**src/lcd_consts.svh**
```systemverilog
// Glass geometry, PWM and default timing constants, included by every design file
`ifndef LCD_CONSTS_SVH
`define LCD_CONSTS_SVH

// Glass geometry
`define LCD_CHARS        8       // Characters, 0 is rightmost
`define LCD_COMS         4       // Backplane lines
`define LCD_LINES        4       // Segment lines per character
`define LCD_SEG_PINS     32      // LCD_CHARS * LCD_LINES
`define LCD_BITMAP_BITS  15      // Letters a..n, p

// One PWM period gives levels 0, 1/3, 2/3 and full
`define LCD_PWM_STEPS    3

// Default timing
`define LCD_CLOCK_HZ       10_000_000
`define LCD_CHANGE_COM_US  1000  // Time each phase is held

`endif

```
**src/lcdDrivePkg.sv**
```systemverilog
// Types describing the multiplexed drive (bias levels and phases), imported by the drive modules
`default_nettype none

`include "lcd_consts.svh"

package lcdDrivePkg;

	// Bias level in thirds of full voltage
	typedef logic [1:0] levelT;

	// Frame half
	typedef enum logic {
		PolHigh = 1'b0,
		PolLow  = 1'b1
	} polarityE;

	// Phase number is polarity * 4 + comIndex
	typedef struct packed {
		polarityE                          polarity;
		logic [$clog2(`LCD_COMS)-1:0]      comIndex;
	} phaseT;

	// Level codes while a polarity is in effect
	localparam levelT LevelGnd   = 2'd0;
	localparam levelT LevelThird = 2'd1;
	localparam levelT LevelTwo   = 2'd2;
	localparam levelT LevelFull  = 2'd3;

	// In low polarity every code is mirrored around half supply
	function automatic levelT applyPolarity(levelT High, polarityE Pol);
		levelT Result;
		Result = (Pol == PolLow) ? ~High : High;
		return Result;
	endfunction

endpackage

`default_nettype wire

```
**src/lcdGlassPkg.sv**
```systemverilog
// Types describing the fifteen-segment glass, imported by the segment selector and top level
`default_nettype none

`include "lcd_consts.svh"

package lcdGlassPkg;

	// One character, bit 0 is segment a
	typedef logic [`LCD_BITMAP_BITS-1:0] bitmapT;

	// Bit position of each letter inside bitmapT, there is no letter o
	typedef enum logic [3:0] {
		SegA = 4'd0,
		SegB = 4'd1,
		SegC = 4'd2,
		SegD = 4'd3,
		SegE = 4'd4,
		SegF = 4'd5,
		SegG = 4'd6,
		SegH = 4'd7,
		SegI = 4'd8,
		SegJ = 4'd9,
		SegK = 4'd10,
		SegL = 4'd11,
		SegM = 4'd12,
		SegN = 4'd13,
		SegP = 4'd14
	} segLetterE;

	// Segment lines of a character, pin is 4 * char + line
	typedef enum logic [$clog2(`LCD_LINES)-1:0] {
		LineAbcp = 2'd0,
		LineFed  = 2'd1,
		LineIjkn = 2'd2,
		LineHglm = 2'd3
	} segLineE;

endpackage

`default_nettype wire

```
**src/lcdBiasPwm.sv**
```systemverilog
// Generates the four bias-level PWM streams that the external RC filters smooth
`default_nettype none
`timescale 1ns/1ps

`include "lcd_consts.svh"

module lcdBiasPwm (
	input  wire                     Clock,
	input  wire                     Reset,
	output logic [`LCD_PWM_STEPS:0] Voltage_o
);

	logic [1:0] Step;

	// Runs 0, 1, 2, 0, ...
	always_ff @(posedge Clock, negedge Reset) begin
		if (!Reset) begin
			Step <= 2'd0;
		end else if (Step == 2'(`LCD_PWM_STEPS - 1)) begin
			Step <= 2'd0;
		end else begin
			Step <= Step + 2'd1;
		end
	end

	// Stream k is high for k of every three cycles
	// so stream 0 stays low and stream 3 stays high
	genvar k;
	generate
		for (k = 0; k <= `LCD_PWM_STEPS; k++) begin : genLevel
			assign Voltage_o[k] = (Step < 2'(k));
		end
	endgenerate

endmodule

`default_nettype wire

```
**src/lcdLevelDriver.sv**
```systemverilog
// Registers a bias level per COM and segment pin and routes the matching PWM stream to it
`default_nettype none
`timescale 1ns/1ps

`include "lcd_consts.svh"

module lcdLevelDriver
	import lcdDrivePkg::*;
(
	input  wire                       Clock,
	input  wire                       Reset,
	input  phaseT                     Phase_i,
	input  wire [`LCD_SEG_PINS-1:0]   SegOn_i,
	input  wire [`LCD_PWM_STEPS:0]    Voltage_i,
	output logic [`LCD_COMS-1:0]      ComPin_o,
	output logic [`LCD_SEG_PINS-1:0]  SegPin_o
);

	levelT [`LCD_COMS-1:0]     ComLevel;
	levelT [`LCD_COMS-1:0]     ComNext;
	levelT [`LCD_SEG_PINS-1:0] SegLevel;
	levelT [`LCD_SEG_PINS-1:0] SegNext;

	// Level rule written for high polarity, mirrored for low
	always_comb begin
		for (int i = 0; i < `LCD_COMS; i++) begin
			ComNext[i] = applyPolarity((Phase_i.comIndex == i) ? LevelFull : LevelThird,
				Phase_i.polarity);
		end
		for (int s = 0; s < `LCD_SEG_PINS; s++) begin
			SegNext[s] = applyPolarity(SegOn_i[s] ? LevelGnd : LevelTwo, Phase_i.polarity);
		end
	end

	// Reset state equals phase 0 with every segment off
	always_ff @(posedge Clock, negedge Reset) begin
		if (!Reset) begin
			for (int i = 0; i < `LCD_COMS; i++) begin
				ComLevel[i] <= (i == 0) ? LevelFull : LevelThird;
			end
			for (int s = 0; s < `LCD_SEG_PINS; s++) begin
				SegLevel[s] <= LevelTwo;
			end
		end else begin
			ComLevel <= ComNext;
			SegLevel <= SegNext;
		end
	end

	// Each pin carries the PWM stream of its level
	genvar p;
	generate
		for (p = 0; p < `LCD_COMS; p++) begin : genCom
			assign ComPin_o[p] = Voltage_i[ComLevel[p]];
		end
		for (p = 0; p < `LCD_SEG_PINS; p++) begin : genSeg
			assign SegPin_o[p] = Voltage_i[SegLevel[p]];
		end
	endgenerate

endmodule

`default_nettype wire

```
**src/lcdPhaseSequencer.sv**
```systemverilog
// Divides the clock to the COM change period and steps the eight drive phases
`default_nettype none
`timescale 1ns/1ps

`include "lcd_consts.svh"

module lcdPhaseSequencer
	import lcdDrivePkg::*;
#(
	parameter int PhaseCycles = 10000
)(
	input  wire   Clock,
	input  wire   Reset,
	output phaseT Phase_o
);

	localparam int CountBits = $clog2(PhaseCycles + 1);

	logic [CountBits-1:0] Count;
	logic                 ChangePhase;
	logic [2:0]           PhaseNum;

	// Last cycle of the current phase
	assign ChangePhase = (Count == CountBits'(1));

	// Down-counter, reloads after its last cycle
	always_ff @(posedge Clock, negedge Reset) begin
		if (!Reset) begin
			Count <= CountBits'(PhaseCycles);
		end else if (ChangePhase) begin
			Count <= CountBits'(PhaseCycles);
		end else begin
			Count <= Count - 1'b1;
		end
	end

	// 0..3 high polarity, 4..7 low polarity, wraps back to COM0 high
	always_ff @(posedge Clock, negedge Reset) begin
		if (!Reset) begin
			PhaseNum <= 3'd0;
		end else if (ChangePhase) begin
			PhaseNum <= PhaseNum + 3'd1;
		end
	end

	assign Phase_o = phaseT'(PhaseNum);

endmodule

`default_nettype wire

```
**src/lcdSegmentSelect.sv**
```systemverilog
// Picks the on/off state of every segment line for the COM that is currently driven
`default_nettype none
`timescale 1ns/1ps

`include "lcd_consts.svh"

module lcdSegmentSelect
	import lcdGlassPkg::*;
	import lcdDrivePkg::*;
(
	input  bitmapT [`LCD_CHARS-1:0]    Bitmap_i,
	input  phaseT                      Phase_i,
	output logic [`LCD_SEG_PINS-1:0]   SegOn_o
);

	localparam int ComBits = $clog2(`LCD_COMS);

	// Letter driven by each line, indexed [line][com]
	localparam segLetterE LetterMap [`LCD_LINES][`LCD_COMS] = '{
		'{SegA, SegB, SegC, SegP},   // ABCP
		'{SegA, SegF, SegE, SegD},   // FED, COM0 slot unused
		'{SegI, SegJ, SegK, SegN},   // IJKN
		'{SegH, SegG, SegL, SegM}    // HGLM
	};

	function automatic logic pickSegment(
		bitmapT              Bitmap,
		segLineE             Line,
		logic [ComBits-1:0]  Com
	);
		logic Present;
		Present = !((Line == LineFed) && (Com == '0));
		return Present && Bitmap[LetterMap[Line][Com]];
	endfunction

	// Polarity plays no part here, both halves show the same segments
	genvar c, l;
	generate
		for (c = 0; c < `LCD_CHARS; c++) begin : genChar
			for (l = 0; l < `LCD_LINES; l++) begin : genLine
				assign SegOn_o[`LCD_LINES*c + l] =
					pickSegment(Bitmap_i[c], segLineE'(l), Phase_i.comIndex);
			end
		end
	endgenerate

endmodule

`default_nettype wire

```
**src/lcdTop.sv**
```systemverilog
// Top level of the 1/3-bias, 1/4-duty LCD driver, chaining timer, PWM, selector and pin drivers
`default_nettype none
`timescale 1ns/1ps

`include "lcd_consts.svh"

module lcdTop
	import lcdGlassPkg::*;
	import lcdDrivePkg::*;
#(
	parameter int ClockHz     = `LCD_CLOCK_HZ,
	parameter int ChangeComUs = `LCD_CHANGE_COM_US
)(
	input  wire                        Clock,
	input  wire                        Reset,
	input  bitmapT [`LCD_CHARS-1:0]    Bitmap_i,     // Character 0 is rightmost
	output logic [`LCD_COMS-1:0]       ComPin_o,     // Each pin needs an RC filter
	output logic [`LCD_SEG_PINS-1:0]   SegPin_o      // Char c, line l on pin 4c+l
);

	// Wide product, 10 MHz times 1000 us does not fit in 32 bits
	localparam longint PhaseCyclesWide = longint'(ClockHz) * longint'(ChangeComUs) / 1_000_000;
	localparam int     PhaseCycles     = int'(PhaseCyclesWide);

	phaseT                      Phase;
	logic [`LCD_PWM_STEPS:0]    Voltage;
	logic [`LCD_SEG_PINS-1:0]   SegOn;

	lcdPhaseSequencer #(
		.PhaseCycles(PhaseCycles)
	) phaseSequencer (
		.Clock   (Clock),
		.Reset   (Reset),
		.Phase_o (Phase)
	);

	lcdBiasPwm biasPwm (
		.Clock     (Clock),
		.Reset     (Reset),
		.Voltage_o (Voltage)
	);

	lcdSegmentSelect segmentSelect (
		.Bitmap_i (Bitmap_i),
		.Phase_i  (Phase),
		.SegOn_o  (SegOn)
	);

	lcdLevelDriver levelDriver (
		.Clock     (Clock),
		.Reset     (Reset),
		.Phase_i   (Phase),
		.SegOn_i   (SegOn),
		.Voltage_i (Voltage),
		.ComPin_o  (ComPin_o),
		.SegPin_o  (SegPin_o)
	);

endmodule

`default_nettype wire

```
**config.mk**
```make
export PLATFORM = sky130hd
export DESIGN_NAME = lcdTop
export DESIGN_NICKNAME = d
export VERILOG_FILES = /design/src/lcdDrivePkg.sv /design/src/lcdGlassPkg.sv /design/src/lcdBiasPwm.sv /design/src/lcdLevelDriver.sv /design/src/lcdPhaseSequencer.sv /design/src/lcdSegmentSelect.sv /design/src/lcdTop.sv
export VERILOG_INCLUDE_DIRS = /design/src
export SDC_FILE = /design/constraint.sdc
export NUM_CORES = 1
export LEC_CHECK = 0
export BUFFER_PORTS_ARGS = -buffer_cell sky130_fd_sc_hd__buf_2
export CORE_MARGIN = 10
export CORE_UTILIZATION = 45
export CTS_BUF_LIST = sky130_fd_sc_hd__clkbuf_2 sky130_fd_sc_hd__clkbuf_4 sky130_fd_sc_hd__clkbuf_8
export DETAILED_ROUTE_END_ITERATION = 10
export GPL_ROUTABILITY_DRIVEN = 0
export HOLD_SLACK_MARGIN = 0.1
export PLACE_DENSITY = 0.79
export SKIP_LAST_GASP = 1
export SYNTH_ARGS = -nofsm -noshare
export SYNTH_HDL_FRONTEND = slang
export SYNTH_SLANG_ARGS = --single-unit
export TNS_END_PERCENT = 50
```
**constraint.sdc**
```tcl
create_clock -name Clock -period 3.4 [get_ports Clock]
set_input_delay 0.17 -clock Clock [delete_from_list [all_inputs] [get_ports Clock]]
set_output_delay 0.17 -clock Clock [all_outputs]
set_load 0.005 [all_outputs]
```
==> flow_metrics.tcl <==
set metrics [dict create \
    status "complete, no violations" \
    place_hpwl_mm 12.9 \
    rows 38 \
    path_class "register to register" \
    timing.hold.worst_path_depth 4 \
    clkTransAtPathRegs_ps 70 \
    hold_slack_ps 230 \
    crit_path_end_kind "register" \
    netlist.top_cell.by_area "sky130_fd_sc_hd__dfstp_2" \
    cp.required_ps 3650 \
    placement.io_buffers 157 \
    timing.hold.worst.class "input port to register" \
    post-route-drc-count 0 \
    fp.dieW_um 126 \
    max_freq_mhz 352 \
    grt_pass1_wl_mm 25.6 \
    syn-num-nets 605 \
    skew_ps 13.0 \
    viasPerCell 6.18 \
    clk-insertion-delay-late_ps 340 \
    async_reset_ff_share_pct 100 \
    syn_inst 475 \
    crit_path_launch_type "register" \
    worst-slew-pin-transition_ps 1080 \
    depth_of_the_worst_register_to_register_path 7 \
    netlist.area_leader.share_pct 20.4 \
    synth_top_cells_by_area "sky130_fd_sc_hd__dfstp_2, sky130_fd_sc_hd__mux4_2, sky130_fd_sc_hd__mux2i_1, sky130_fd_sc_hd__dfrtp_1, sky130_fd_sc_hd__xnor2_1" \
    max_cap_violations 0 \
    clock_tree_from_tritoncts "yes" \
    die_h_um 126 \
    cts_buffer_depth 2 \
    syn-mean-instance-area_um2 10.6 \
    nFillCells 916 \
    yosys_warnings 0 \
    timing.slew.headroom_pct 28.1 \
    ys_types 53 \
    synth.most_common_cell "sky130_fd_sc_hd__mux2i_1" \
    maximum_number_of_pins_on_one_net_before_global_route_repair 41 \
    syn_area_um2 5020 \
    final-setup-viol-count 0 \
    grt-ovfl-total 0 \
    synth_edf_count 0 \
    totalNegativeSetupSlack_ps 0 \
    grt_setup_unrepaired "false" \
    cts.sink_count 57 \
    num_vias 4720 \
    numCtsBuffers 9 \
    detailedRoute.firstPassIterationCount 6 \
    final.min_clock_period_ps 2840 \
    postSynthRegisterBits 57 \
    core_area_um2 10900 \
    routedWlPerCell_um 21.5 \
    final_antenna_net_count 0 \
    ys.flop_type "sky130_fd_sc_hd__dfstp_2" \
    count_of_endpoints_failing_hold_in_the_final_timing_report 0 \
    drt-total-wl_mm 16.4 \
    timing.final.crit_share_pct 83.6 \
    cts_post_setup_buffers_inserted 0 \
    p_per_area_nw_per_um2 284 \
    ir_worst_vdd_v 0.000167 \
    power_leakage_nw 2.45 \
    endpoint_arrival_time_on_the_critical_path_ps 3090 \
    critical_path.max_fanout 26 \
    ys_seq_area_share_pct 29.4 \
    count_of_pins_on_the_block_boundary 158 \
    number_of_antenna_violations_at_the_first_check_in_global_routing 3 \
    ctsHoldBuffers 1 \
    cts-root-buf "sky130_fd_sc_hd__clkbuf_8" \
    die-area_um2 15800 \
    final-max-slew-violation-count 0 \
    starting_density_of_the_core_pct 46.1 \
    number_of_nets_at_the_end_of_the_flow 745 \
    clock_tree.htree_level_count 3 \
    post_cts_resized 0 \
    groute.usage.overall_pct 19.8 \
    drt_iter0_drc 532 \
    yosys-top-cells-count "sky130_fd_sc_hd__mux2i_1, sky130_fd_sc_hd__mux4_2, sky130_fd_sc_hd__dfstp_2, sky130_fd_sc_hd__xnor2_1, sky130_fd_sc_hd__nand2_1" \
    grt_pass1_vias 4673 \
    flow.area_growth_from_synthesis_pct 22.8 \
    final_layout_size_suffix_gt1_share_pct 46.0 \
]
## critical path: stages (launching register included)
cell and delay (ps):
sky130_fd_sc_hd__dfrtp_1 360, sky130_fd_sc_hd__buf_4 340, sky130_fd_sc_hd__ha_1 720, sky130_fd_sc_hd__inv_2 380, sky130_fd_sc_hd__mux4_2 540, sky130_fd_sc_hd__nand2_1 120, sky130_fd_sc_hd__nand4_1 120, sky130_fd_sc_hd__xnor2_1 170
## path summary, 6_finish.rpt
check                                           from                        to  slack [ps]
min                                    Bitmap_i[103]  levelDriver.SegLevel[55]         230
max reg2reg                phaseSequencer.Phase_o[1]  levelDriver.SegLevel[55]         560
min in group asynchronous                      Reset   phaseSequencer.Count[0]         500
max                        phaseSequencer.Phase_o[1]  levelDriver.SegLevel[55]         560
max in group asynchronous                      Reset  levelDriver.SegLevel[61]        2050
min reg2reg                  phaseSequencer.Count[0]   phaseSequencer.Count[0]         510
## sequential cells by signal, summed over array words and instances, names as in the netlist
name / count
phaseSequencer.Count: 14
levelDriver.SegLevel: 33
levelDriver.ComLevel: 5
biasPwm.Step: 2
phaseSequencer.Phase_o: 3
## cells by family after synthesis
group	Yosys count	synth area share [%]
compound gates	115	16.1
simple gates	106	10.5
mux	96	29.8
flops	57	29.4
buf+inv	48	4.29
xor+xnor	45	7.85
fa+ha+maj	8	1.99
## placed cells by master, fill, tap and decap left out, types with 3 or more instances in the layout
cell,instances
sky130_fd_sc_hd__a211oi_1,3
sky130_fd_sc_hd__a21o_1,32
sky130_fd_sc_hd__a21oi_1,12
sky130_fd_sc_hd__a221oi_1,3
sky130_fd_sc_hd__a22o_1,4
sky130_fd_sc_hd__a31oi_1,3
sky130_fd_sc_hd__a32oi_1,8
sky130_fd_sc_hd__buf_2,157
sky130_fd_sc_hd__buf_4,12
sky130_fd_sc_hd__bufinv_16,3
sky130_fd_sc_hd__clkbuf_8,10
sky130_fd_sc_hd__dfrtp_1,17
sky130_fd_sc_hd__dfstp_2,39
sky130_fd_sc_hd__diode_2,4
sky130_fd_sc_hd__ha_1,7
sky130_fd_sc_hd__inv_1,4
sky130_fd_sc_hd__mux2_2,5
sky130_fd_sc_hd__mux2i_1,48
sky130_fd_sc_hd__mux4_2,42
sky130_fd_sc_hd__nand2_1,37
sky130_fd_sc_hd__nand3_1,6
sky130_fd_sc_hd__nand4_1,4
sky130_fd_sc_hd__nor2_1,35
sky130_fd_sc_hd__nor2b_1,7
sky130_fd_sc_hd__o211ai_1,14
sky130_fd_sc_hd__o21ai_0,21
sky130_fd_sc_hd__o22a_1,4
sky130_fd_sc_hd__xnor2_1,39
sky130_fd_sc_hd__xor2_1,6
## cell type report
type | count | area (um^2) | area share, %
multi-input cells | 370 | 3340 | 54.2
flip-flops and latches | 57 | 1480 | 24.0
repair buffers | 170 | 886 | 14.4
well taps | 140 | 175 | 2.84
clock buffers | 11 | 145 | 2.35
clock inverters | 5 | 103 | 1.66
inverters | 7 | 26.3 | 0.426
diodes | 4 | 10.0 | 0.162
## where the power goes
group	internal [mW]	total [mW]	switching, mW
registers	0.705	0.712	0.00696
logic	0.135	0.252	0.117
clock network	0.514	0.784	0.270
total	1.35	1.75	0.395
## layer usage
layer	up-vias	track usage (%)	part of all wire, %
met5	-	0	0
met4	0	7.18	2.6
met3	55	6.33	11
met2	373	30.7	46
met1	2222	25.2	40
li1	2070	-	-
## stage by stage
step / utilization [%] / cells / total power [mW] / worst slack [ps] / cell area, um^2
final: 56.6 / 764 / 1.75 / 557 / 6160
after detailed placement: 54.1 / 743 / 0.969 / 632 / 5900
after global routing: 56.6 / 764 / 1.81 / 373 / 6160
after CTS: 56.5 / 760 / 1.75 / 606 / 6150
after global placement: 54.1 / 743 / 0.963 / 720 / 5900
after floorplan: - / 475 / 0.821 / 796 / 5020
Power figures use the tool's default switching activity.
